**src/soc_defines.svh**
```systemverilog
// ================================================
// Memory map and bus width macros for the fabric
// ================================================
`ifndef SOC_DEFINES_SVH
`define SOC_DEFINES_SVH

// Data path width
`define WORD_W 32

// Program RAM, 16 KB of 32-bit words
`define RAM_BASE_ADDR 32'h0001_0000
`define RAM_DEPTH 4096
`define RAM_AW 12
`define RAM_BYTE_AW 14

// Top 18 address bits of the high alias range
`define RAM_ALIAS_PREFIX 18'h3_FFFF

// Debug module window, reached over APB in debug mode
`define DBG_AREA_START 32'h0000_0200
`define DBG_AREA_END 32'h0000_0FFF
`define DBG_AW 13

// Test completion register
`define TOHOST_ADDR 32'h8000_1000

`endif
```
**src/soc_pkg.sv**
```systemverilog
// ================================================
// Shared word, address and debug request types
// ================================================
`include "soc_defines.svh"

package soc_pkg;

  // One bus data word
  typedef logic [`WORD_W-1:0] word_t;

  // Word index into program RAM
  typedef logic [`RAM_AW-1:0] ram_addr_t;

  // Address on the external APB bus
  typedef logic [`DBG_AW-1:0] dbg_addr_t;

  // Instruction fetch over APB, always a read
  typedef struct packed {
    dbg_addr_t addr;
  } dbg_fetch_req_t;

  // Load or store over APB
  typedef struct packed {
    dbg_addr_t addr;
    logic      write;
    word_t     wdata;
  } dbg_data_req_t;

  // APB master phase
  typedef enum logic [1:0] {
    IDLE,
    SETUP,
    ACCESS
  } apb_phase_t;

endpackage

```
**src/dbg_apb_arbiter.sv**
```systemverilog
// ================================================
// Two-requester APB master with alternating grant
// ================================================
`timescale 1ns/100ps

module dbg_apb_arbiter
  import soc_pkg::*;
(
  input  logic           clk,
  input  logic           reset_n,

  // Fetch requester
  input  logic           i_fetch_pending,
  input  dbg_fetch_req_t i_fetch_req,

  // Data requester
  input  logic           i_data_pending,
  input  dbg_data_req_t  i_data_req,

  // Completion back to the owner
  output logic           o_fetch_done,
  output logic           o_data_done,

  // External APB master
  output dbg_addr_t      o_dbg_paddr,
  output logic           o_dbg_psel,
  output logic           o_dbg_penable,
  output logic           o_dbg_pwrite,
  output word_t          o_dbg_pwdata,
  input  logic           i_dbg_pready,
  input  word_t          i_dbg_prdata
);

  apb_phase_t state;
  apb_phase_t state_next;

  // Set when the data side owned the last finished transfer
  logic last_grant_data;

  // Owner of the transfer in flight, 1 for data
  logic owner_data;

  logic any_pending;
  logic grant_data;
  logic xfer_done;

  assign any_pending = i_fetch_pending || i_data_pending;

  // On a tie the side not served last wins
  assign grant_data = i_data_pending && (!i_fetch_pending || !last_grant_data);

  // Access phase ends on pready
  assign xfer_done = (state == ACCESS) && i_dbg_pready;

  // ================================================
  // Phase FSM
  // ================================================
  always_comb
  begin
    state_next = state;
    case (state)
      IDLE:
        if (any_pending)
          state_next = SETUP;
      SETUP:
        state_next = ACCESS;
      ACCESS:
        if (i_dbg_pready)
          state_next = IDLE;
      default:
        state_next = IDLE;
    endcase
  end

  always_ff @(posedge clk or negedge reset_n)
  begin
    if (!reset_n)
    begin
      state           <= IDLE;
      owner_data      <= 1'b0;
      last_grant_data <= 1'b0;
    end
    else
    begin
      state <= state_next;
      // Owner latched at grant, held through setup and access
      if ((state == IDLE) && any_pending)
      begin
        owner_data <= grant_data;
      end
      if (xfer_done)
      begin
        last_grant_data <= owner_data;
      end
    end
  end

  // ================================================
  // APB outputs
  // ================================================
  assign o_dbg_psel    = (state != IDLE);
  assign o_dbg_penable = (state == ACCESS);

  // Fetch transfers are always reads
  assign o_dbg_paddr  = owner_data ? i_data_req.addr : i_fetch_req.addr;
  assign o_dbg_pwrite = owner_data && i_data_req.write;
  assign o_dbg_pwdata = owner_data ? i_data_req.wdata : '0;

  // Completion routed to whoever owns the bus
  assign o_fetch_done = xfer_done && !owner_data;
  assign o_data_done  = xfer_done && owner_data;

endmodule

```
**config.mk**
```make
export PLATFORM = sky130hd
export DESIGN_NAME = dbg_apb_arbiter
export DESIGN_NICKNAME = d
export VERILOG_FILES = /design/src/soc_pkg.sv /design/src/dbg_apb_arbiter.sv
export VERILOG_INCLUDE_DIRS = /design/src
export SDC_FILE = /design/constraint.sdc
export NUM_CORES = 1
export LEC_CHECK = 0
export BUFFER_PORTS_ARGS = -buffer_cell sky130_fd_sc_hd__buf_4
export CAP_MARGIN = 30
export CORE_AREA = 2 2 56 58
export CTS_BUF_LIST = sky130_fd_sc_hd__clkbuf_16
export CTS_CLUSTER_DIAMETER = 120
export DETAILED_ROUTE_END_ITERATION = 7
export DIE_AREA = 0 0 58 60
export PLACE_DENSITY = 0.82
export SYNTH_ARGS = -nofsm -noshare
export SYNTH_HDL_FRONTEND = slang
export SYNTH_SLANG_ARGS = --single-unit
```
**constraint.sdc**
```tcl
create_clock -name clk -period 2.69 [get_ports clk]
set_input_delay 0.4035 -clock clk [delete_from_list [all_inputs] [get_ports clk]]
set_output_delay 0.4035 -clock clk [all_outputs]
set_load 0.005 [all_outputs]
```
[Word-level counts from Yosys, hierarchy flattened]
Index checks and enable logic that the tools add are counted.
Operators by class
  multiplexer cells: 5
  eq/ne operators: 4
  reduce and logical (&&, ||, !) cells: 14
Operators with widths (count)
  $mux 32: 1
  $mux 13: 1
  $logic_and 1x1->1: 6
  $pmux 2 s3: 1
  $mux 2: 2
  $logic_not 1->1: 3
  $eq 2x1->1 const B: 1
  $eq 2x2->1 const B: 1
  $logic_not 2->1: 1
  $logic_or 1x1->1: 2
  $ne 2x1->1 const B: 1
  $ne 2x2->1 const B: 1
  $reduce_and 2->1: 1
  $reduce_bool 2->1: 1
Storage, ports and cells
  word-level logic and storage cells: 26
  output and inout bits: 50
  bits in registers: 4
  input port bits: 96

[Depth between registers and ports, before layout]
  depth in word-level cells: 3
  mapped depth: 3
  gate-level depth less buffers: 2

[Worst setup path after synthesis]
Ideal clock, no wire load.
  path kind: reg-to-output
  start point: register owner_data
  end point: output port o_dbg_paddr[10]
  data required time: 2287 ps
  path buffers: 1
  cell stages (with the launch flop): 3
  path slack: 1424 ps
  arrival: 863 ps
  cells stage by stage: dfrtp_1 -> buf_4 -> mux2_2
On the way
  longest elaborated chain between the ends: 1
RTL lines
  from (decl): line dbg_apb_arbiter.sv:41  | logic owner_data;
  from (signal assigned): line dbg_apb_arbiter.sv:89  | owner_data <= grant_data;
  $mux 13: line dbg_apb_arbiter.sv:105  | assign o_dbg_paddr = owner_data ? i_data_req.addr : i_fetch_req.addr;
  to (decl): line dbg_apb_arbiter.sv:25  | output dbg_addr_t o_dbg_paddr,
Every way passes these cells.

[Final worst setup path]
  start point: register owner_data
  end point: output port o_dbg_pwdata[6]
On the way
  longest elaborated chain between the ends: 1
RTL lines
  $mux 32: line dbg_apb_arbiter.sv:107  | assign o_dbg_pwdata = owner_data ? i_data_req.wdata : '0;
  to (decl): line dbg_apb_arbiter.sv:29  | output word_t o_dbg_pwdata,
Every way passes these cells.

==> results.md <==
- Wire length of the first global-routing pass: between 4000 and 5000 um
- Transition time at the pin with the least slew margin: between 700 and 800 ps
- Pin count of the biggest net entering global routing: 29
- Number of global-route vias before repair: approximately 900
- Final total negative setup slack: 0 ps
- Highest achievable clock rate: roughly 480 MHz
- Top sig layer: met4
- Hold Buf Count CTS: 1
- Leak pwr: between 0.8 and 0.9 nW
- Largest family of logic cells by synthesized area: simple AND/OR/NAND/NOR gates
- Area enclosed by the die boundary: between 3000 and 4000 sq um
- Clock Tree Root: sky130_fd_sc_hd__clkbuf_16
- Crit path capture type: primary output
- Clk_skew: 1.40 ps
- Max Fanout on Critical Path: 28
- Critical register-to-register path startpoint: owner_data
- Critical path, cell by cell: buf_4 -> and2_1 -> buf_4
- Area taken by flip-flops and latches: around 100 sq um
- Most instantiated cells after synthesis: 33 x sky130_fd_sc_hd__and2_1, 13 x sky130_fd_sc_hd__mux2_2, 4 x sky130_fd_sc_hd__dfrtp_1, 4 x sky130_fd_sc_hd__nor2_1, 2 x sky130_fd_sc_hd__clkbuf_1
- Area growth, synth to finish: 161%
- Net count after synthesis: between 150 and 200
- Final setup margin: about 600 ps
- Launch instance of the worst min-delay path: i_data_pending
- Parity-gate share of the synthesized area counting xor and xnor cells: 0
- Post-synthesis sequential area ratio: 0.169
- Combinational fraction of design power: 0.658
- Number of sinks driven by the clock tree: 4
- Overall power after layout: between 1 and 1.5 mW
- Headroom to the max-slew limit: 0.510
- Inserted Diodes: 0
- Placement Setup Slack: between 800 and 900 ps
- Fin. max-slew vios: 0
- Number of violations of the max-capacitance limit: 0
- Total Routed Length: roughly 2900 um
- TritonCTS clock tree: done
- Area of the multi-input gates: 455 sq um
- Global route total overflow: 0
- Adder-cell share of the synthesized area: 0
- Number of placed cells counting well taps: ~210
- Max stage delay cell, worst path: sky130_fd_sc_hd__dfrtp_1
- Number of buffers and inverters on the critical path: 2
- Period utilization: 0.776
- Status: finished, final reports clean
- Num rows: 20
- Final routed wire length divided by cell count: 13.6 um
- Max clock buf depth: 2
- CP startpoint kind: register
- PD cells: about 770 nW/um^2
- Cells on Worst Hold Path: 3
- Final hold slack: a little over 400 ps
- FFs w/ async S/R, synth: 1.00
- Portion of netlist area occupied by mux cells: 0.290
- CP Data Required Time: ~2300 ps
- Count of unresolved DRC violations after routing: 0
- Largest vdd supply drop: 0.000502 V
- Routability congestion estimate from global placement: 0.804
- Max stage delay on crit path: 800 ps
- Design internal power: 0.797 mW
- Setup fix buffers added after clock tree synthesis: 0
- FF-to-FF setup slack: approximately 1300 ps
- Post-synth EDFFs: 0
- HP Class: input pin to register
- Number of gates resized after CTS: 0
- DRT Pass-1 Iters: 3
- H-tree Lvls: 1
- Endpoint of the most critical register-to-register path: last_grant_data
- Proportion of power drawn by the clock network: 0.197
- Wire length on met3: ~640 um
- Unrepaired setup endpoints after global routing: no
- Number of cells in the finished layout apart from fillers: approximately 220
- Initial core utilization: 0.203
- Number of cells traversed by the worst register-to-register path: 2
- Count of final hold-check violations: 0
- Clk pin slew, worst setup/hold paths: roughly 30 ps
- Worst-case hold path end point: state[0]
- CP dominant cell by count: sky130_fd_sc_hd__buf_4
- Share of layout cells above drive strength 1: 0.736
- Half-perimeter wire length after placement: 2410 um
- Synthesized cell area: just under 600 sq um
- Count of fill cells added during filler insertion: around 300
- Horizontal die dimension: approximately 58 um
- Detailed-routed wire length on met2: roughly 1100 um
- Mapped Avg Cell Area: between 8 and 9 sq um
- Post-layout nets: 280
- Count of input and output buffers: 113
- I/O pin count: approximately 150
- Area inside the core boundary: 2900 sq um
- Most frequent cell after synthesis: sky130_fd_sc_hd__and2_1
- Post-detailed-route count of antenna-violating nets: 0
- Met1 Wirelength: around 1100 um
- Post-Syn Instances: slightly below 70
- Final Setup Violations: 0
- Initial drt markers: 23
- Most used flip-flop cell after synthesis: sky130_fd_sc_hd__dfrtp_1
- Number of vias in the routed layout: 901
- Largest cells by area after synthesis: sky130_fd_sc_hd__and2_1 35%, sky130_fd_sc_hd__mux2_2 25%, sky130_fd_sc_hd__dfrtp_1 17%, sky130_fd_sc_hd__nand3b_4 3.4%, sky130_fd_sc_hd__mux2_4 2.5%
- Reg power frac: 0.144
- Die height: approximately 60 um
- Mean number of vias per cell: roughly 4.2
- CP top delay family: flip-flops
- Antenna violations before repair: 0
- Post-synthesis sequential element count: 4
- Fraction of the mapped netlist area in simple logic gates: 0.453
- Skew-Pair Late Insertion Delay: 230 ps
- Warnings, synthesis: 0
- Count of distinct cell types in the synthesized netlist: 18
- Compound-gate portion of the synthesized area: 0.0275
- Worst EP arrival: ~1700 ps
- Post-layout minimum cycle time: 2090 ps
- Fraction of post-synthesis cell area in the top cell type by area: 0.350
- Net Sw Frac: 0.324
- Net switching power of the design: 0.383 mW
- Number of buffers created by CTS: 3
- Path type of the worst setup path: register to primary output
- Top cell type by total area after synthesis: sky130_fd_sc_hd__and2_1
- Overall routing resource usage: 0.172
-- sequential cells by signal (all words and copies together), names as in the netlist --
register,flops
last_grant_data,1
owner_data,1
state,2
-- power groups by stage --
| stage | clock (mW) | combinational, mW | sequential, mW |
|---|---|---|---|
| detailed placement | 0 | 0.779 | 0.172 |
| CTS | 0.234 | 0.788 | 0.174 |
| global placement | 0 | 0.779 | 0.171 |
| global route | 0.241 | 0.850 | 0.185 |
| finish | 0.233 | 0.776 | 0.170 |
| floorplan | 0 | 0.394 | 0.120 |
-- tightest hold or removal path: stages --
cell,delay [ps]
sky130_fd_sc_hd__buf_4,80
sky130_fd_sc_hd__nor2_1,30
sky130_fd_sc_hd__nor2_1,70
-- metal layers --
metal | up-vias | global-route usage
met4 | 0 | 0.0498
li1 | 447 | -
met3 | 5 | 0.128
met2 | 75 | 0.242
met1 | 374 | 0.205
met5 | - | 0
-- worst max-delay path by stage --
| stage | slack (ps) | startpoint | depth (start not counted) | end |
|---|---|---|---|---|
| after floorplan | 1420 | owner_data | 2 | o_dbg_paddr[10] |
| after global placement | 780 | owner_data | 3 | o_dbg_pwdata[6] |
| after detailed placement | 800 | owner_data | 3 | o_dbg_pwdata[6] |
| after CTS | 550 | owner_data | 3 | o_dbg_pwdata[6] |
| after global routing | 400 | owner_data | 3 | o_dbg_pwdata[6] |
| final | 600 | owner_data | 3 | o_dbg_pwdata[6] |
-- cell type report --
type,instances,area share
clock buffers,3,0.0487
inverters,1,0.00244
multi-input cells,59,0.295
flip-flops and latches,4,0.0649
well taps,33,0.0268
repair buffers,115,0.562
-- per-stage QoR --
step	utilization	cell area (sq um)
CTS	0.531	1540
global placement	0.502	1460
global route	0.531	1540
finish	0.531	1540
floorplan	-	591
detailed placement	0.502	1460
-- placed cells by master, fill, tap and decap left out --
master	instances
sky130_fd_sc_hd__dlygate4sd3_1	1
sky130_fd_sc_hd__dfrtp_1	4
sky130_fd_sc_hd__a21bo_2	1
sky130_fd_sc_hd__nor2b_1	1
sky130_fd_sc_hd__nand2b_1	1
sky130_fd_sc_hd__buf_4	114
sky130_fd_sc_hd__mux2i_1	1
sky130_fd_sc_hd__nor3b_1	1
sky130_fd_sc_hd__o22ai_1	1
sky130_fd_sc_hd__and2_1	33
sky130_fd_sc_hd__inv_1	1
sky130_fd_sc_hd__nor2_1	4
sky130_fd_sc_hd__or2_2	1
sky130_fd_sc_hd__mux2_2	13
sky130_fd_sc_hd__nand3b_4	1
sky130_fd_sc_hd__mux2_4	1
sky130_fd_sc_hd__clkbuf_16	3
-- cells by family after synthesis --
| kind of cell | Yosys count |
|---|---|
| AOI/OAI and AO/OA | 2 |
| DFF | 4 |
| and+or+nand+nor | 42 |
| buffers and inverters | 6 |
| muxes | 15 |
Power figures use the tool's default switching activity.
