==> src/soc_defines.svh <==
// ================================================
// Memory map and bus width macros for the fabric
// ================================================
`ifndef SOC_DEFINES_SVH
`define SOC_DEFINES_SVH

// Data path width
`define WORD_W 32

// Program RAM, 16 KB of 32-bit words
`define RAM_BASE_ADDR 32'h0001_0000
`define RAM_DEPTH 4096
`define RAM_AW 12
`define RAM_BYTE_AW 14

// Top 18 address bits of the high alias range
`define RAM_ALIAS_PREFIX 18'h3_FFFF

// Debug module window, reached over APB in debug mode
`define DBG_AREA_START 32'h0000_0200
`define DBG_AREA_END 32'h0000_0FFF
`define DBG_AW 13

// Test completion register
`define TOHOST_ADDR 32'h8000_1000

`endif
==> src/soc_pkg.sv <==
// ================================================
// Shared word, address and debug request types
// ================================================
`include "soc_defines.svh"

package soc_pkg;

  // One bus data word
  typedef logic [`WORD_W-1:0] word_t;

  // Word index into program RAM
  typedef logic [`RAM_AW-1:0] ram_addr_t;

  // Address on the external APB bus
  typedef logic [`DBG_AW-1:0] dbg_addr_t;

  // Instruction fetch over APB, always a read
  typedef struct packed {
    dbg_addr_t addr;
  } dbg_fetch_req_t;

  // Load or store over APB
  typedef struct packed {
    dbg_addr_t addr;
    logic      write;
    word_t     wdata;
  } dbg_data_req_t;

  // APB master phase
  typedef enum logic [1:0] {
    IDLE,
    SETUP,
    ACCESS
  } apb_phase_t;

endpackage

==> src/mem_map_decoder.sv <==
// ================================================
// CPU address decode to RAM, alias and debug window
// ================================================
`timescale 1ns/100ps

`include "soc_defines.svh"

module mem_map_decoder
  import soc_pkg::*;
(
  input  word_t     i_addr,
  input  logic      i_debug_mode,
  output logic      o_in_ram,
  output logic      o_in_debug,
  output ram_addr_t o_ram_addr
);

  // Last byte of the RAM range, 0x13FFF
  localparam word_t RAM_END_ADDR = `RAM_BASE_ADDR + (`RAM_DEPTH * 4) - 1;

  logic                    in_base_range;
  logic                    in_alias_range;
  word_t                   rel_addr;
  logic [`RAM_BYTE_AW-1:0] byte_offset;

  // Direct RAM range
  assign in_base_range = (i_addr >= `RAM_BASE_ADDR) && (i_addr <= RAM_END_ADDR);

  // High alias, e.g. 0xFFFFFF10 lands in RAM as well
  assign in_alias_range = (i_addr[$bits(word_t)-1:`RAM_BYTE_AW] == `RAM_ALIAS_PREFIX);

  assign o_in_ram = in_base_range || in_alias_range;

  // Debug window only exists while the core is halted in debug mode
  assign o_in_debug = i_debug_mode &&
                      (i_addr >= `DBG_AREA_START) &&
                      (i_addr <= `DBG_AREA_END);

  // Offset from RAM base for the direct range
  assign rel_addr = i_addr - `RAM_BASE_ADDR;

  // Alias wraps on the low 14 bits
  assign byte_offset = in_alias_range ? i_addr[`RAM_BYTE_AW-1:0]
                                      : rel_addr[`RAM_BYTE_AW-1:0];

  // Drop byte lane bits to get the word index
  assign o_ram_addr = byte_offset[`RAM_BYTE_AW-1:2];

endmodule

==> config.mk <==
export PLATFORM = sky130hd
export DESIGN_NAME = mem_map_decoder
export DESIGN_NICKNAME = d
export VERILOG_FILES = /design/src/soc_pkg.sv /design/src/mem_map_decoder.sv
export VERILOG_INCLUDE_DIRS = /design/src
export SDC_FILE = /design/constraint.sdc
export NUM_CORES = 1
export LEC_CHECK = 0
export BUFFER_PORTS_ARGS = -buffer_cell sky130_fd_sc_hd__buf_4
export CORE_AREA = 4 4 41 43
export DETAILED_ROUTE_END_ITERATION = 8
export DIE_AREA = 0 0 45 47
export REMOVE_ABC_BUFFERS = 1
export SLEW_MARGIN = 30
export SYNTH_ARGS = -nofsm -noshare
export SYNTH_HDL_FRONTEND = slang
export SYNTH_SLANG_ARGS = --single-unit
==> constraint.sdc <==
create_clock -name vclk -period 0.8
set_input_delay 0 -clock vclk [all_inputs]
set_output_delay 0 -clock vclk [all_outputs]
set_load 0.05 [all_outputs]
# ---- Word level (Yosys, flattened, before mapping)
# Index checks and enable logic that the tools add are counted.
dict set report classes {
  add_sub_neg 1
  n_lt_le_gt_ge 4
  eq_ne 1
  mux 1
  reduce_logical 4
}
# cell n
set ops {}
lappend ops {{$ge 32x10->1 const B} 1}
lappend ops {{$ge 32x17->1 const B} 1}
lappend ops {{$le 32x12->1 const B} 1}
lappend ops {{$le 32x17->1 const B} 1}
lappend ops {{$eq 18x18->1 const B} 1}
lappend ops {{$mux 14} 1}
lappend ops {{$sub 14x1->14 const B} 1}
lappend ops {{$logic_and 1x1->1} 3}
lappend ops {{$logic_or 1x1->1} 1}
dict set report word_totals {
  reg_bits 0
  input_bits 33
  output_inout_bits 14
  word_cells 11
}

# ---- Depth between registers and ports, before layout
# Gate-level depths: netlist of the first run.
dict set report logic_depth {
  ltp_word 3
  ltp_mapped 3
  depth_no_buf 3
}

# ---- Least setup slack after synthesis of the first run
# Ideal clock, no wire load.
dict set report synth_timing {
  path_kind {input to output}
  startpoint {in i_addr[25]}
  endpoint {out o_in_debug}
  arrival_ps 1498
  required_ps 800
  path_slack_ps -698
  cell_stages 3
  n_path_buf 0
  path_cell_list {nor4_1 -> nand4_1 -> nor3_1}
}
dict set report synth_via {
  elab_chain_len 3
  word_cells_on_any_way 4
  cone_classes {2 x order compare; 2 x reduce/logical}
}
# item line_no
set synth_rtl {}
lappend synth_rtl {{start: declaration} mem_map_decoder.sv:11} ;# input word_t i_addr,
lappend synth_rtl {{$ge 32x10->1 (no source line)} --}
lappend synth_rtl {{$logic_and 1x1->1} mem_map_decoder.sv:35} ;# assign o_in_debug = i_debug_mode &&
lappend synth_rtl {{$logic_and 1x1->1 *} mem_map_decoder.sv:35}
lappend synth_rtl {{end: declaration} mem_map_decoder.sv:14} ;# output logic o_in_debug,
# Mark *: on every way between the ends. The rest lies on a longest branch, timed or not.

# ---- Worst setup path after layout of the first run
dict set report layout_timing {
  startpoint {in i_addr[20]}
  endpoint {out o_in_ram}
}
dict set report layout_via {
  elab_chain_len 3
  word_cells_on_any_way 5
  cone_classes {2 x order compare; 1 x eq/ne; 2 x reduce/logical}
}
# item line_no
set layout_rtl {}
lappend layout_rtl {{$ge 32x17->1 (no source line) or $le 32x17->1 (tied branches)} --}
lappend layout_rtl {{$logic_and 1x1->1} mem_map_decoder.sv:27} ;# assign in_base_range = (i_addr >= `RAM_BASE_ADDR) && (i_addr <= RAM_END_ADDR);
lappend layout_rtl {{$logic_or 1x1->1 *} mem_map_decoder.sv:32} ;# assign o_in_ram = in_base_range || in_alias_range;
lappend layout_rtl {{end: declaration} mem_map_decoder.sv:13} ;# output logic o_in_ram,
# Marked as above.

==> results of run 1 <==
## path summary, 6_finish.rpt
check,startpoint,endpoint,depth (start not counted)
hold / removal,i_addr[2],o_ram_addr[0],0
setup / recovery,i_addr[20],o_in_ram,4
## routing by layer
layer / routed length, um / track usage [%] / up-vias / part of all wire, %
met5: 0 / 0 / - / 0
met4: 0 / 0 / 0 / 0
met3: 143 / 3.065 / 0 / 17
met2: 451 / 11.58 / 27 / 54
met1: 239 / 5.843 / 127 / 29
li1: - / - / 143 / -
## placed cells by master, fill, tap and decap left out
cell type / instances
o22ai_2: 1
or4_4: 1
o31ai_1: 1
nand2_1: 1
buf_6: 10
nor4_2: 2
nor4b_1: 1
nand4_1: 5
nor2_1: 1
or4b_1: 1
nor4_1: 1
buf_4: 22
or3_1: 1
nor3_2: 1
## repair_timing
action,CTS,global route
pin swaps,3,6
resized for setup,4,11
endpoints found under the setup margin,2,2
## where the power goes
part,switching (uW),internal [uW]
sequential,0,0
combinational,95.4,117
clock,0,0
## area by class of cell
| type | instances | area, sq um | share of cell area, % |
|---|---|---|---|
| repair buffers | 32 | 277.8 | 64.16 |
| multi-input cells | 17 | 136.4 | 31.50 |
| well taps | 15 | 18.77 | 4.335 |
## through the flow
step	cell area, sq um	std cells
final	432.9	64
after global routing	432.9	64
after floorplan	108.9	17
after detailed placement	367.9	64
after global placement	367.9	64
after CTS	385.4	64
## synth_stat cells
| cell | count |
|---|---|
| nand4_1 | 5 |
| nor3_1 | 1 |
| or4_1 | 1 |
| buf_4 | 12 |
| or3_1 | 1 |
| o31ai_1 | 1 |
| or4b_1 | 1 |
| nor4_1 | 3 |
| nor4b_1 | 1 |
| nand2_1 | 1 |
| o22ai_1 | 1 |
| nor2_1 | 1 |
## cell families (layout without fill, tap and decap cells)
logic type / count (synthesis) / after routing / share of synthesized area [%]
and+or+nand+nor: 15 / 15 / 47.80
AOI/OAI and AO/OA: 2 / 2 / 6.922
buffers and inverters: 12 / 32 / 45.28
==> results_dict.tcl, run 1 <==
set metrics [dict create \
    status "finished, violations left" \
    violations "setup timing" \
    fin_ws_ps -204.9 \
    synth_largest_area_cell "buf_4" \
    grt_max_degree 4 \
    startpoint_type "primary input" \
    fin_nets 84 \
    yosysWarnings 0 \
    routed_wl_um 833 \
    start_util_pct 15.29 \
    rsz0062_at_grt "true" \
    regArea_sq_um 0 \
    powerDensity_mw_per_mm2 490.3 \
    grt_pass1_wl_um 1000 \
    fin_tns_setup_ps -372.3 \
    ir_drop_uv 148.0 \
    cap_violations 0 \
    cts_setup_buffers 0 \
    ys_types 12 \
    setup_viol 2 \
    vias 297 \
    worst-path-max-fanout 3 \
    end_kind "output pin" \
    p_leak_uw 0.0001835 \
    final.clkbuf_count 0 \
    wl_per_cell_um 13.02 \
    seq_cell_count 0 \
    floorplan.die_area_sq_mm 0.002115 \
    drt-vias-per-instance 4.641 \
    coreArea_sq_mm 0.001301 \
    die_h_um 47 \
    std_cell_rows 13 \
    grt_pass1_vias 246 \
    track_usage_pct 5.901 \
    die_w_um 45 \
    critPathRequiredTime_ps 800 \
    dr.pass1.iters 2 \
    power_uw 212.3 \
    syn_area_per_cell_sq_um 6.860 \
    cpMaxStageDelayCell "or4b_1" \
    crit_family "simple AND/OR/NAND/NOR gates" \
    io-pin-count 47 \
    dr.first_iter.drc_count 2 \
    ys_seq_area_share_pct 0 \
    whs_ps 0.3459 \
    grt-ovfl-total 0 \
    yosys-top-cells-area "buf_4 45%, nand4_1 16%, nor4_1 9.4%" \
    crit_arrival_ps 1000 \
    finalMaxSlewViolations 0 \
    globalplace.congestion 0.6801 \
    max_stage_delay_ps 530 \
    cts_hold_buf 0 \
    cp_num_buf_inv 2 \
    syn_inst 29 \
    fin_crit_ps 1005 \
    drive_above_1_share_pct 75.51 \
    max_freq_ghz 0.9951 \
    io_buffers 31 \
    critPathKind "primary input to output pin" \
    ant_nets 0 \
    drc 0 \
    hold_viol 0 \
    final_core_util_pct 33.27 \
    antennaDiodeCount 0 \
    timing.final.crit_share_pct 125.6 \
    synth_top_area_share_pct 45.28 \
    place_ws_ps -243.3 \
    syn2layout_area_growth_pct 117.6 \
    max_slew_margin_pct 79.68 \
    cp_cell_sequence "buf_4, or4b_1, o22ai_2, buf_6" \
    synth_area_sq_um 198.9 \
    min_path_type "primary input to output pin" \
    worstMarginPinSlew_ps 302.2 \
    fill_cells 141 \
    antenna_found_initial 0 \
]
Note: power is estimated with default switching activity, not from simulation.
==> run 2, diff against run 1 <==
--- a/config.mk
+++ b/config.mk
@@ -11,6 +11,7 @@
 export DETAILED_ROUTE_END_ITERATION = 8
 export DIE_AREA = 0 0 45 47
 export REMOVE_ABC_BUFFERS = 1
+export SKIP_LAST_GASP = 1
 export SLEW_MARGIN = 30
 export SYNTH_ARGS = -nofsm -noshare
 export SYNTH_HDL_FRONTEND = slang
==> constraint.sdc (replaced) <==
create_clock -name vclk -period 1.13
set_input_delay 0 -clock vclk [all_inputs]
set_output_delay 0 -clock vclk [all_outputs]
set_load 0.05 [all_outputs]
==> run 2 against run 1 <==
The run now ends clean. First-iteration DRC count increased to 2.5 times the previous value. Global-route usage up 0.39 points. Highest routed layer unchanged. Total power fell by 38%. Critical path type unchanged.
==> results_dict.tcl, run 2 (synthesis results as in run 1) <==
set metrics [dict create \
    status "complete, no violations" \
    track_usage_pct 6.294 \
    max_freq_ghz 0.9584 \
    post_dp_cell_area_sq_um 360.3 \
    ir_drop_uv 102.4 \
    critPathRequiredTime_ps 1130 \
    critPathKind "primary input to output pin" \
    cap_violations 0 \
    dpl.hpwl_um 657 \
    std_cell_rows 13 \
    cts_hold_buf 0 \
    power.share.switching_pct 46.94 \
    drive_above_1_share_pct 64.58 \
    io-pin-count 47 \
    wl_per_cell_um 11.56 \
    seqPwrFrac_pct 0 \
    holdPathStages 0 \
    globalplace.congestion 0.6658 \
    cts_resized 0 \
    grt_max_degree 4 \
    worstMarginPinSlew_ps 261.1 \
    vias 286 \
    cts_setup_buffers 0 \
    drt-vias-per-instance 4.540 \
    powerDensity_mw_per_mm2 367.4 \
    dr.first_iter.drc_count 5 \
    min_path_type "primary input to output pin" \
    grt_pass1_vias 259 \
    antenna_found_initial 0 \
    coreArea_sq_mm 0.001301 \
    end_kind "output pin" \
    start_util_pct 15.29 \
    timing.final.crit_share_pct 92.34 \
    floorplan.die_area_sq_mm 0.002115 \
    rsz0062_at_grt "true" \
    die_w_um 45 \
    worst-path-max-fanout 2 \
    holdPathEnd "o_ram_addr[0]" \
    hold_viol 0 \
    grt_pass1_wl_um 1069 \
    intPower_uw 70.24 \
    p_sw_uw 62.14 \
    die_h_um 47 \
    ant_nets 0 \
    antennaDiodeCount 0 \
    syn2layout_area_growth_pct 81.13 \
    max_slew_margin_pct 82.43 \
    grt-ovfl-total 0 \
    final_cell_mix "31 x buf_4, 5 x nand4_1, 3 x nor4_1" \
    routed_wl_um 728 \
    p_leak_uw 0.0001645 \
    seq_cell_count 0 \
    final.clkbuf_count 0 \
    mostFrequentLayoutCell "buf_4" \
    min_from "i_addr[2]" \
    setup_viol 0 \
    fill_cells 155 \
    regArea_sq_um 0 \
    fin_nets 83 \
    stdcell_area_sq_um 360.3 \
    startpoint_type "primary input" \
    final_core_util_pct 27.69 \
    fin_crit_ps 1043 \
    io_buffers 31 \
    drc 0 \
    power_frac_clock_pct 0 \
    pwr-share-comb_pct 100.0 \
    dr.pass1.iters 3 \
    crit_arrival_ps 1040 \
    finalMaxSlewViolations 0 \
]
-- run 2: cell count changes in the layout (fill, tap and decap cells not counted), sizes merged --
cell / delta
buf: -1
-- run 2: routing by layer --
metal  wire [um]  up-vias  share of wire [%]  track usage [%]
li1            -      142                  -                -
met1         227      117                 31            6.966
met2         356       27                 49            11.30
met3         143        0                 20            3.448
met4           0        0                  0                0
met5           0        -                  0                0
-- run 2: worst max-delay path by stage --
| stage | startpoint | endpoint | slack [ps] | cells after the start |
|---|---|---|---|---|
| floorplan | i_addr[25] | o_in_debug | -370 | 3 |
| global placement | i_addr[31] | o_in_ram | 80 | 5 |
| detailed placement | i_addr[14] | o_in_debug | 70 | 5 |
| CTS | i_addr[14] | o_in_debug | 60 | 5 |
| global route | i_addr[31] | o_in_ram | -10 | 5 |
| finish | i_addr[14] | o_in_debug | 90 | 5 |
-- run 2: stage by stage --
stage	power (uW)	setup slack, ps	std cells	hold slack [ps]	setup TNS, ps
floorplan	9.105	-367.6	17	0	-598.9
global placement	131.9	80.70	63	0.5169	0
detailed placement	132.7	65.38	63	0.5169	0
CTS	133.2	61.27	63	0.5169	0
global route	141.6	-14.91	63	0.3204	-14.91
finish	132.4	86.60	63	0.3459	0
-- run 2: cell type report --
type | instances | area [sq um] | area share [%]
Multi-Input combinational cell | 17 | 108.9 | 30.21
Tap cell | 15 | 18.77 | 5.208
Timing Repair Buffer | 31 | 232.7 | 64.58
-- run 2: power by group through the flow --
stage	logic (uW)	registers (uW)	clock network, uW
final	132	0	0
after global routing	142	0	0
after CTS	133	0	0
after detailed placement	133	0	0
after global placement	132	0	0
after floorplan	9.11	0	0
-- run 2: worst max-delay path: stages --
cell and delay [ps]:
buf_4 110, nor4_1 290, nand4_1 170, nor3_1 240, buf_4 230
