### config.mk
export PLATFORM = sky130hd
export DESIGN_NAME = dbg_apb_requester
export DESIGN_NICKNAME = d
export VERILOG_FILES = /design/src/soc_pkg.sv /design/src/dbg_apb_requester.sv
export VERILOG_INCLUDE_DIRS = /design/src
export SDC_FILE = /design/constraint.sdc
export NUM_CORES = 1
export LEC_CHECK = 0
export BUFFER_PORTS_ARGS = -buffer_cell sky130_fd_sc_hd__buf_2
export CAP_MARGIN = 10
export CORE_MARGIN = 5
export CORE_UTILIZATION = 40
export CTS_CLUSTER_SIZE = 16
export DETAILED_ROUTE_END_ITERATION = 16
export PLACE_DENSITY = 0.78
export REMOVE_ABC_BUFFERS = 1
export SYNTH_ARGS = -nofsm -noshare
export SYNTH_HDL_FRONTEND = slang
export SYNTH_SLANG_ARGS = --single-unit
### constraint.sdc
create_clock -name clk -period 0.8 [get_ports clk]
set_clock_uncertainty 0.05 [all_clocks]
set_input_delay 0.16 -clock clk [delete_from_list [all_inputs] [get_ports clk]]
set_output_delay 0.16 -clock clk [all_outputs]
set_load 0.01 [all_outputs]
### src/soc_defines.svh
// ================================================
// Memory map and bus width macros for the fabric
// ================================================
`ifndef SOC_DEFINES_SVH
`define SOC_DEFINES_SVH

// Data path width
`define WORD_W 32

// Program RAM, 16 KB of 32-bit words
`define RAM_BASE_ADDR 32'h0001_0000
`define RAM_DEPTH 4096
`define RAM_AW 12
`define RAM_BYTE_AW 14

// Top 18 address bits of the high alias range
`define RAM_ALIAS_PREFIX 18'h3_FFFF

// Debug module window, reached over APB in debug mode
`define DBG_AREA_START 32'h0000_0200
`define DBG_AREA_END 32'h0000_0FFF
`define DBG_AW 13

// Test completion register
`define TOHOST_ADDR 32'h8000_1000

`endif
### src/soc_pkg.sv
// ================================================
// Shared word, address and debug request types
// ================================================
`include "soc_defines.svh"

package soc_pkg;

  // One bus data word
  typedef logic [`WORD_W-1:0] word_t;

  // Word index into program RAM
  typedef logic [`RAM_AW-1:0] ram_addr_t;

  // Address on the external APB bus
  typedef logic [`DBG_AW-1:0] dbg_addr_t;

  // Instruction fetch over APB, always a read
  typedef struct packed {
    dbg_addr_t addr;
  } dbg_fetch_req_t;

  // Load or store over APB
  typedef struct packed {
    dbg_addr_t addr;
    logic      write;
    word_t     wdata;
  } dbg_data_req_t;

  // APB master phase
  typedef enum logic [1:0] {
    IDLE,
    SETUP,
    ACCESS
  } apb_phase_t;

endpackage

### src/dbg_apb_requester.sv
// ================================================
// One-entry debug request holder with response word
// ================================================
`timescale 1ns/100ps

module dbg_apb_requester
  import soc_pkg::*;
#(
  parameter type req_t = dbg_fetch_req_t
) (
  input  logic  clk,
  input  logic  reset_n,

  // From the core side decode
  input  logic  i_capture,
  input  req_t  i_req,

  // From the arbiter
  input  logic  i_done,
  input  word_t i_rdata,

  // To the arbiter
  output logic  o_pending,
  output req_t  o_req,

  // Read data held for the core
  output word_t o_resp
);

  // ================================================
  // Pending flag
  // ================================================
  // Set one cycle after capture, cleared when the transfer ends
  always_ff @(posedge clk or negedge reset_n)
  begin
    if (!reset_n)
    begin
      o_pending <= 1'b0;
    end
    else if (i_done)
    begin
      o_pending <= 1'b0;
    end
    else if (i_capture)
    begin
      o_pending <= 1'b1;
    end
  end

  // ================================================
  // Request and response payload
  // ================================================
  // Request frozen for the whole APB transfer
  always_ff @(posedge clk)
  begin
    if (i_capture)
    begin
      o_req <= i_req;
    end
  end

  // Keep the returned word so read data stays put after the valid pulse
  always_ff @(posedge clk)
  begin
    if (i_done)
    begin
      o_resp <= i_rdata;
    end
  end

endmodule

## Word level (Yosys, flattened, before mapping)

Cells that the tools add are included.

| word-level totals | value |
|---|---|
| bits in registers | 46 |
| bits in latches | 0 |
| memory bits (writable) | 0 |
| ROM bits | 0 |
| input bits | 49 |
| output and inout port bits | 46 |
| logic and storage cells | 6 |
| memories | 0 |

| operators by class | value |
|---|---|
| add/subtract/negate cells | 0 |
| multipliers | 0 |
| div/mod/pow operators | 0 |
| $lt $le $gt $ge | 0 |
| eq/ne operators | 0 |
| shift operators | 0 |
| multiplexer cells | 2 |
| bitwise operators | 0 |
| reduce and logical (&&, ||, !) cells | 1 |

Operator list:

| operator | count |
|---|---|
| two-way mux 1 bit | 2 |
| nonzero test 2 bit | 1 |

## Longest topological paths before layout

Gate-level depths: netlist of run 1.

| depth | value |
|---|---|
| word-level depth | 2 |
| depth in mapped cells | 1 |
| depth with buffers taken out | 1 |

## Least setup slack after synthesis of run 1

OpenSTA, ideal clock, no wires.

| timing | value |
|---|---|
| path type | register to register |
| from | register, netlist name o_pending |
| to | register o_pending |
| library setup time | 119 ps |
| arrival | 556 ps |
| data required time | 631 ps |
| path slack | 75 ps |
| stages on the path, launching flop included | 2 |
| path buffers | 0 |
| period minus slack after synthesis | 725 ps |
| path through | dfrtp_1 o21ba_1 |

RTL lines:

| element | RTL line | text |
|---|---|---|
| end signal: assignment | dbg_apb_requester.sv:38 | `o_pending <= 1'b0;` |
| end signal: assignment | dbg_apb_requester.sv:42 | `o_pending <= 1'b0;` |
| end signal: assignment | dbg_apb_requester.sv:46 | `o_pending <= 1'b1;` |
| end: declaration | dbg_apb_requester.sv:23 | `output logic o_pending,` |

## Worst setup path after layout of run 1

| timing | value |
|---|---|
| from | register o_resp[15] |
| to | output o_resp[15] |

RTL lines:

| element | RTL line | text |
|---|---|---|
| start: declaration | dbg_apb_requester.sv:27 | `output word_t o_resp` |
| start signal: assignment | dbg_apb_requester.sv:67 | `o_resp <= i_rdata;` |

No word-level cell between the ends.

==> impl_results.md, run 1 <==
* Largest family of logic cells by synthesized area: compound AO/OA/AOI/OAI gates
* Ranking of synthesized cells by area: edfxtp_1 (97%), dfrtp_1 (1.8%), o21ba_1 (0.72%)
* Die W at 68.9 um
* Final hold vios at 0
* Outcome: complete, but fails checks
* Worst-path clk slew at about 120 ps
* Initial antenna violation count at 0
* Gr ovfl total at 0
* Minimum clock period at 1120 ps
* Setup TNS Final at -12930 ps
* DR iter-0 viols at between 40 and 50
* Final worst path period share at 1.40
* Commonest non-fill, non-tap cell in the layout: buf_2
* CTS Sinks at 46
* Worst setup EP type: output pin
* Number of max-cap violations at 0
* DR vias/cell at 4.25
* Max frequency at 894 MHz
* XOR/XNOR Fraction of Synth Area at 0
* Die height at around 69 um
* DIE AREA at 0.00474 mm2
* Synth-to-layout area growth at 79.2%
* Required time of the critical path at 590 ps
* Warnings, synthesis at 0
* Drt total wl at roughly 3800 um
* Worst Hold Class: in -> async
* Pwr dens at 1830 mW/mm2
* Mapped Avg Cell Area at 29.5 um2
* Routability-driven placement congestion ratio at a little under 0.7
* Synth cell types at 3
* Worst-margin pin slew at roughly 290 ps
* P_int at between 3000 and 4000 uW
* Worst slack, placed at -22.6 ps
* Synth area leader: edfxtp_1
* Placed Cells at 190
* CP max-delay cell: edfxtp_1
* Share of layout cells above drive strength 1 at 0.523
* Number of global-route vias before repair at 1149
* Largest net degree at the start of global routing at 23
* WS Path Type: reg -> out
* Post-route ant nets at 0
* Crit path max-delay family: flip-flops
* Worst hold margin at 81.3 ps
* Syn Inst Count at 47
* Antenna Cells at 0
* PortBufs at 94
* First-pass GRT wire length at 5530 um
* Crit path buf inv count at 1
* Comb power frac at 0.146
* Max incr delay on CP at roughly 430 ps
* Clock buffer depth at 2
* Pre-antenna DRT Iters at 4
* Initial Util at 0.415
* Crit start category: flip-flop
* Fin worst setup slack at -319 ps
* Nets at 247
* Post-DR wirelength/cell at 15.3 um
* Vias post-DR at 1042
* Switching share of total power at 0.218
* Total GRT Usage at 0.171
* Mux share of post-synthesis cell area at 0
* Setup violators final at 47
* Clock share of power at 0.216
* Failing checks: negative setup slack
* Root buffer cell: clkbuf_4
* Post-Layout Cell Count at 245
* Drt drc at 0
* CP Cell Sequence: buf_6
* RSZ-0062 raised after global routing: true
* Core ar. at approximately 0.0033 mm2
* Max Slew Vio Count at 0
* Flops & latches, synth at 46
* Max_slew headroom at 0.809
* Adder-Cell Fraction of Synth Area at 0
* Commonest cells after routing, fill and taps aside: buf_2 (92), dlygate4sd3_1 (46), edfxtp_1 (45)
* Synth Area in Compound Gates at 0.00722
* Worst vdd ir at between 0.001 and 0.0015 V
* Reg power frac at 0.638
* CTS buffer count at 5
* CTS tree: done
* Top Ports at 95
* Mapped Area at 0.00139 mm2
* Worst path arrival time at 910 ps
* Post-Synth Simple-Gate Area at 0
* Fill cells at 198
* Top cell type's share of synthesized area at 0.975
* Critical path fanouts, max at 1
* Cell row count at 21
* Clock Latency Late Sink at 330 ps
* Sequential fraction of the synthesis area at 0.993
* Cell leakage power at about 0.0011 uW
* P_sw at 992 uW
* CTS H-Tree Depth at 2
routing by layer:
metal  global-route usage  vias to the layer above  wire length [um]
li1                     -                      490                 -
met1                0.185                      467              1410
met2                0.280                       83              1680
met3                0.102                        2               647
met4               0.0584                        0                23
met5                    0                        -                 0
cell type report:
cell class / count / area, um2 / share of cell area
Clock buffer: 6 / 41.3 / 0.0166
Clock inverter: 2 / 8.76 / 0.00353
Multi-Input combinational cell: 1 / 10.0 / 0.00403
Sequential cell: 46 / 1380 / 0.554
Tap cell: 46 / 57.6 / 0.0232
Timing Repair Buffer: 144 / 990 / 0.398
power groups by stage:
stage | clock network [uW] | registers [uW] | logic (uW)
floorplan | 0 | 3060 | 3.49
global placement | 0 | 2950 | 462
detailed placement | 0 | 2950 | 471
CTS | 1010 | 2900 | 653
global route | 1150 | 2920 | 717
finish | 985 | 2910 | 663
synth_stat cells:
cell type	number
edfxtp_1	45
dfrtp_1	1
o21ba_1	1
final timing paths:
path / end / from / slack, ps / cells after the start
min in group clk: o_req[11] / i_capture / 160 / 1
min: o_pending / reset_n / 80 / 2
max in group asynchronous: o_pending / reset_n / 530 / 2
max reg2reg: o_pending / o_pending / -30 / 2
min reg2reg: o_pending / o_pending / 570 / 2
max: o_resp[15] / o_resp[15] / -320 / 1
logic make-up (layout without fill, tap and decap cells):
| logic type | Yosys count | after routing |
|---|---|---|
| flops | 46 | 46 |
| compound gates | 1 | 1 |
| buf+inv | 0 | 152 |
through the flow:
stage	util	total power (uW)	instance area, um2
floorplan	-	3070	1390
global placement	0.584	3410	1950
detailed placement	0.584	3420	1950
CTS	0.741	4570	2470
global route	0.744	4790	2480
finish	0.744	4550	2480
sequential cells by signal (all words and copies together), names as in the netlist:
name       flops
o_resp        32
o_req         13
o_pending      1
timing repair:
| action | 4_1_cts | 5_1_grt |
|---|---|---|
| pin swaps | 0 | 0 |
| cloned | 0 | 0 |
| hold buffers | 46 | 0 |
| gates resized for setup | 1 | 2 |
| endpoints found under the hold margin | 46 | 0 |
| setup endpoints to repair | 46 | 47 |
| buffers inserted | 1 | 0 |
Power figures use the tool's default switching activity.
==> run 2: changes to the inputs <==
--- a/config.mk
+++ b/config.mk
@@ -12,7 +12,7 @@
 export CORE_UTILIZATION = 40
 export CTS_CLUSTER_SIZE = 16
 export DETAILED_ROUTE_END_ITERATION = 16
-export PLACE_DENSITY = 0.78
+export PLACE_DENSITY = 0.77
 export REMOVE_ABC_BUFFERS = 1
 export SYNTH_ARGS = -nofsm -noshare
 export SYNTH_HDL_FRONTEND = slang
==> run 2 against run 1 <==
The run still ends with negative setup slack left. Sequential share of layout area down 0.88 points. First-iteration DRC count down 30%. Routed wire length up 1.8%. Power up 8.1%. Worst setup slack worse by 14 ps. Non-clock buffer count up 1. Critical path depth unchanged. Final cell count up 0.41%. Sequential power about the same. Hold slack worse by 7.9 ps. Die area unchanged. Critical path type unchanged.
==> impl_results.md, run 2 (same netlist as run 1, synthesis figures left out) <==
* Comb power frac at 0.137 (was 0.146)
* Core ar. at 0.00334 mm2 (unchanged)
* Worst path arrival time at 920 ps (was 910 ps)
* Top Ports at 95 (unchanged)
* Crit path max-delay family: flip-flops (unchanged)
* Crit start category: flip-flop (unchanged)
* Post-DR wirelength/cell at 15.6 um (was 15.3 um)
* P_int at 3900 uW (was 3560 uW)
* CTS buffer count at 5 (unchanged)
* Routability-driven placement congestion ratio at 0.702 (was 0.677)
* Max_slew headroom at 0.806 (was 0.809)
* WS Path Type: reg -> out (unchanged)
* Number of max-cap violations at 0 (unchanged)
* Minimum clock period at 1130 ps (was 1120 ps)
* CP Cell Sequence: buf_6 (unchanged)
* Final worst path period share at 1.42 (was 1.40)
* Worst vdd ir at 0.00155 V (was 0.00133 V)
* Top Registers: o_resp: 32 flops, o_req: 13 flops, o_pending: 1 flops (unchanged)
* Pwr dens at 1950 mW/mm2 (was 1830 mW/mm2)
* Vias post-DR at 1069 (was 1042)
* Clock Latency Late Sink at 340 ps (was 330 ps)
* Initial Util at 0.415 (unchanged)
* Pre-antenna DRT Iters at 4 (unchanged)
* RSZ-0062 raised after global routing: true (unchanged)
* Switching share of total power at 0.208 (was 0.218)
* Max incr delay on CP at 430 ps (about the same)
* DIE AREA at 0.00474 mm2 (unchanged)
* Setup violators final at 47 (unchanged)
* Drt total wl at 3830 um (was 3760 um)
* Root buffer cell: clkbuf_4 (unchanged)
* Clock buffer depth at 2 (unchanged)
* Worst path depth at 1 (unchanged)
* Fin util at 0.756 (was 0.744)
* R2r setup slk at -140 ps (was -30 ps)
* Reg power frac at 0.590 (was 0.638)
* Die W at 68.9 um (unchanged)
* Fin worst setup slack at -333 ps (was -319 ps)
* Number of global-route vias before repair at 1108 (was 1149)
* Cell leakage power at 0.00110 uW (was 0.00108 uW)
* Max FFs per register at 32 (unchanged)
* Max frequency at 882 MHz (was 894 MHz)
* PortBufs at 94 (unchanged)
* First-pass GRT wire length at 5530 um (about the same)
* Post-route ant nets at 0 (unchanged)
* Worst setup EP type: output pin (unchanged)
* Antenna Cells at 0 (unchanged)
* Most flops, register: o_resp (unchanged)
* Placement Cell Area at 0.00195 mm2 (unchanged)
* Crit path buf inv count at 1 (unchanged)
* CTS Sinks at 46 (unchanged)
* R2R Path End: o_pending (unchanged)
* DR vias/cell at 4.35 (was 4.25)
* R2R Path Start: o_pending (unchanged)
* Worst-path clk slew at 130 ps (was 120 ps)
* Critical Path Sink: o_resp[3] (was o_resp[15])
* CTS H-Tree Depth at 2 (unchanged)
* Outcome: complete, but fails checks (unchanged)
* Synth-to-layout area growth at 82.0% (was 79.2%)
* Failing checks: negative setup slack (unchanged)
* DR iter-0 viols at 30 (was 43)
* CTS tree: done (unchanged)
* Max Slew Vio Count at 0 (unchanged)
* Die height at 68.9 um (unchanged)
* Worst Hold Class: in -> async (unchanged)
* Worst-margin pin slew at 290 ps (was 286 ps)
* Gr ovfl total at 0 (unchanged)
* Drt drc at 0 (unchanged)
* Cell row count at 21 (unchanged)
* Fin area at 0.00252 mm2 (was 0.00248 mm2)
* Critical Path Source: o_resp[3] (was o_resp[15])
* Commonest cells after routing, fill and taps aside: buf_2 (92), dlygate4sd3_1 (46), edfxtp_1 (45) (unchanged)
* Nets at 248 (was 247)
* Total GRT Usage at 0.171 (about the same)
* Largest net degree at the start of global routing at 24 (was 23)
* FF-to-FF path depth at 3 (was 2)
* Detailed Place HPWL at about 2400 um
* CP max-delay cell: edfxtp_1 (unchanged)
* P_sw at 1030 uW (was 992 uW)
* Critical path fanouts, max at 1 (unchanged)
* Final hold vios at 0 (unchanged)
* Clock share of power at 0.273 (was 0.216)
* Initial antenna violation count at 0 (unchanged)
* Tot Pwr at 4920 uW (was 4550 uW)
* Required time of the critical path at 590 ps (about the same)
* Share of layout cells above drive strength 1 at 0.530 (was 0.523)
* Commonest non-fill, non-tap cell in the layout: buf_2 (unchanged)
[run 2: changes by cell type in the layout (fill, tap and decap cells not counted), sizes merged]
cell      previous run  this run
clkinvlp             0         1
buf                 98        99
clkinv               2         0
bufinv               0         1
[run 2: cell type report]
type,instances,area (um2)
flip-flops and latches,46,1380
repair buffers,145,1000
fillers,206,813
well taps,46,57.6
clock buffers,6,41.3
clock inverters,2,37.5
multi-input cells,1,10.0
[run 2: layer usage]
| layer | global-route usage | vias up | wire length [um] |
|---|---|---|---|
| met5 | 0 | - | 0 |
| met4 | 0.0681 | 0 | 91 |
| met3 | 0.115 | 13 | 697 |
| met2 | 0.287 | 92 | 1790 |
| met1 | 0.165 | 473 | 1250 |
| li1 | - | 491 | - |
[run 2: worst reg2reg max path, delay by kind of cell (launching register included)]
family | cells | cell delay [ps]
buffers and inverters | 2 | 230
AOI/OAI and AO/OA | 1 | 150
DFF | 1 | 420
[run 2: worst min path at each step]
stage / endpoint / depth (start not counted) / start
5_1_grt: o_pending / 2 / reset_n
3_3_place_gp: o_pending / 1 / reset_n
6_report: o_pending / 2 / reset_n
4_1_cts: o_pending / 2 / reset_n
2_1_floorplan: o_pending / 0 / reset_n
3_5_place_dp: o_pending / 1 / reset_n
[run 2: power by group through the flow]
| stage | clock network (uW) | logic, uW | registers [uW] |
|---|---|---|---|
| final | 1340 | 676 | 2900 |
| after global routing | 1510 | 731 | 2920 |
| after CTS | 1370 | 654 | 2900 |
| after detailed placement | 0 | 474 | 2950 |
| after global placement | 0 | 462 | 2950 |
| after floorplan | 0 | 3.49 | 3060 |
[run 2: timing repair]
| action | CTS | global route |
|---|---|---|
| gates resized for setup | 0 | 4 |
| hold endpoints to repair | 46 | 0 |
| hold buffers | 46 | 0 |
| endpoints found under the setup margin | 46 | 47 |
| buffers inserted | 1 | 2 |
[run 2: per-stage QoR]
stage | setup slack, ps | cells | hold slack (ps) | setup TNS (ps)
after floorplan | 75.2 | 47 | -186 | 0
after global placement | -12.5 | 190 | -109 | -262
after detailed placement | -22.8 | 190 | -111 | -663
after CTS | -335 | 245 | 58.8 | -13760
after global routing | -393 | 246 | 36.3 | -16390
final | -333 | 246 | 73.4 | -13350
==> run 3: changes to the inputs <==
--- a/config.mk
+++ b/config.mk
@@ -8,11 +8,12 @@
 export LEC_CHECK = 0
 export BUFFER_PORTS_ARGS = -buffer_cell sky130_fd_sc_hd__buf_2
 export CAP_MARGIN = 10
+export CORE_ASPECT_RATIO = 1.5
 export CORE_MARGIN = 5
 export CORE_UTILIZATION = 40
 export CTS_CLUSTER_SIZE = 16
 export DETAILED_ROUTE_END_ITERATION = 16
-export PLACE_DENSITY = 0.77
+export PLACE_DENSITY = 0.82
 export REMOVE_ABC_BUFFERS = 1
 export SYNTH_ARGS = -nofsm -noshare
 export SYNTH_HDL_FRONTEND = slang
==> constraint.sdc (replaced) <==
create_clock -name clk -period 1.5 [get_ports clk]
set_clock_uncertainty 0.05 [all_clocks]
set_input_delay 0.3 -clock clk [delete_from_list [all_inputs] [get_ports clk]]
set_output_delay 0.3 -clock clk [all_outputs]
set_load 0.01 [all_outputs]
==> run 3 against run 2 <==
The flow now finishes without violations. Combinational power shrank 63%. Die area grew 0.52%. Critical path depth is the same. Clock-buffer cell count is the same. Clock power shrank 50%. Non-clock buffer count shrank 49. Routed wire length shrank 18%. Hold slack gained 63 ps. Flip-flop and latch count is the same. Final cell count shrank 22%. Power shrank 50%. Largest power group unchanged.
==> impl_results.md, run 3 (same netlist as run 1, synthesis figures left out) <==
* First-pass GRT wire length at 4370 um (was 5530 um)
* CP max-delay cell: dfrtp_1 (was edfxtp_1)
* Worst slack, placed at 529 ps (was -22.8 ps)
* Number of max-cap violations at 0 (unchanged)
* CTS tree: done (unchanged)
* Setup violators final at 0 (was 47)
* DR vias/cell at 4.41 (was 4.35)
* Tot Pwr at 2460 uW (was 4920 uW)
* Commonest non-fill, non-tap cell in the layout: buf_2 (unchanged)
* PortBufs at 94 (unchanged)
* Cell leakage power at 0.000882 uW (was 0.00110 uW)
* Nets at 199 (was 248)
* Pre-antenna DRT Iters at 4 (unchanged)
* Worst vdd ir at 0.000780 V (was 0.00155 V)
* Worst setup EP type: output pin (unchanged)
* Core ar. at 0.00338 mm2 (was 0.00334 mm2)
* Number of global-route vias before repair at 872 (was 1108)
* Minimum clock period at 1170 ps
* Routability-driven placement congestion ratio at 0.761 (was 0.702)
* Worst-path clk slew at 80 ps (was 130 ps)
* Max frequency at 851 MHz
* Final hold vios at 0 (unchanged)
* Critical path fanouts, max at 2 (was 1)
* Final worst path period share at 0.783
* Drt drc at 0 (unchanged)
* Met1 Use GR at 0.122 (was 0.165)
* Vias post-DR at 847 (was 1069)
* Setup TNS Final at 0 ps (was -13350 ps)
* Commonest cells after routing, fill and taps aside: buf_2 (94), edfxtp_1 (45), clkbuf_8 (5) (was buf_2 (92), dlygate4sd3_1 (46), edfxtp_1 (45))
* Synth-to-layout area growth at 45.7% (was 82.0%)
* Initial antenna violation count at 0 (unchanged)
* Clock buffer depth at 2 (unchanged)
* CP Cell Sequence: buf_2 (was buf_6)
* Drt total wl at 3140 um (was 3830 um)
* CTS H-Tree Depth at 2 (unchanged)
* Outcome: finished clean (was complete, but fails checks)
* Most flops, register: o_resp (unchanged)
* CTS Sinks at 46 (unchanged)
* Fin worst setup slack at 326 ps (was -333 ps)
* Placement Cell Area at 0.00193 mm2 (was 0.00195 mm2)
* Total GRT Usage at 0.132 (was 0.171)
* DR iter-0 viols at 21 (was 30)
* CTS buffer count at 5 (unchanged)
* Crit start category: flip-flop (unchanged)
* Met3 global-route usage at 0.0591 (was 0.115)
* Required time of the critical path at 1150 ps (was 590 ps)
* Worst Hold Class: in -> reg (was in -> async)
* Crit path max-delay family: flip-flops (unchanged)
* Top Ports at 95 (unchanged)
* DIE AREA at 0.00477 mm2 (was 0.00474 mm2)
* Fin area at 0.00202 mm2 (was 0.00252 mm2)
* Pwr dens at 1220 mW/mm2 (was 1950 mW/mm2)
* Antenna Cells at 0 (unchanged)
* Crit path buf inv count at 1 (unchanged)
* Die W at 58.1 um (was 68.9 um)
* Gr ovfl total at 0 (unchanged)
* Initial Util at 0.410 (was 0.415)
* Met2 capacity usage during global routing at 0.238 (was 0.287)
* Worst-margin pin slew at 291 ps (was 290 ps)
* Post-route ant nets at 0 (unchanged)
* Worst path arrival time at 820 ps (was 920 ps)
* Die height at 82.1 um (was 68.9 um)
* Clock Latency Late Sink at 280 ps (was 340 ps)
* Fill cells at 270 (was 206)
* Largest net degree at the start of global routing at 34 (was 24)
* Max Slew Vio Count at 0 (unchanged)
* RSZ-0062 raised after global routing: false (was true)
* Fin util at 0.597 (was 0.756)
* Share of layout cells above drive strength 1 at 0.673 (was 0.530)
* Max incr delay on CP at 400 ps (was 430 ps)
* Post-DR wirelength/cell at 16.4 um (was 15.6 um)
* WS Path Type: reg -> out (unchanged)
* Root buffer cell: clkbuf_8 (was clkbuf_4)
* Max FFs per register at 32 (unchanged)
* Top Registers: o_resp: 32 flops, o_req: 13 flops, o_pending: 1 flops (unchanged)
* # resized after CTS at 0 (unchanged)
* Max_slew headroom at 0.806 (about the same)
* Grt peak-use layer: met2 (unchanged)
* Cell row count at 26 (was 21)
==> run 3: cell types whose count changed in the layout (fill, tap and decap cells not counted) <==
cell	change
buf_2	+2
buf_4	-2
buf_6	-4
bufinv_16	-1
clkbuf_4	-5
clkbuf_8	+5
dlygate4sd3_1	-45
==> run 3: metrics by stage <==
step                      cells  hold slack [ps]
after floorplan              47            -45.6
after global placement      184             27.4
after detailed placement    184             25.8
after CTS                   192              125
after global routing        192              114
final                       192              137
==> run 3: report_power, final <==
part	internal (uW)	switching, uW	total, uW	leakage (uW)
registers	1520	23.8	1550	0.000453
logic	115	133	248	0.000392
clock network	319	350	669	0.0000373
total	1960	507	2460	0.000882
==> run 3: path summary, 6_finish.rpt <==
check | startpoint | endpoint | slack (ps) | cells past startpoint
min | i_rdata[24] | o_resp[24] | 140 | 1
min in group asynchronous | reset_n | o_pending | 290 | 2
max reg2reg | o_pending | o_pending | 770 | 1
max in group asynchronous | reset_n | o_pending | 1030 | 2
min reg2reg | o_pending | o_pending | 490 | 1
max | o_pending | o_pending | 330 | 1
==> run 3: layout make-up <==
| class | count | area, um2 | area share |
|---|---|---|---|
| timing repair buffer | 96 | 500 | 0.248 |
| tap | 42 | 52.6 | 0.0260 |
| clock inverter | 1 | 7.51 | 0.00372 |
| sequential | 46 | 1380 | 0.682 |
| multi-input combinational | 1 | 10.0 | 0.00496 |
| clock buffer | 6 | 72.6 | 0.0359 |
==> run 3: what timing repair did <==
action,in CTS,in global routing
hold buffers,1,0
hold endpoints to repair,1,0
buffers inserted,0,0
endpoints found under the setup margin,0,0
==> run 3: layer usage <==
layer | vias to the layer above | part of all wire
met2 | 61 | 0.55
met5 | - | 0
met3 | 7 | 0.12
met1 | 386 | 0.31
met4 | 0 | 0.024
li1 | 393 | -
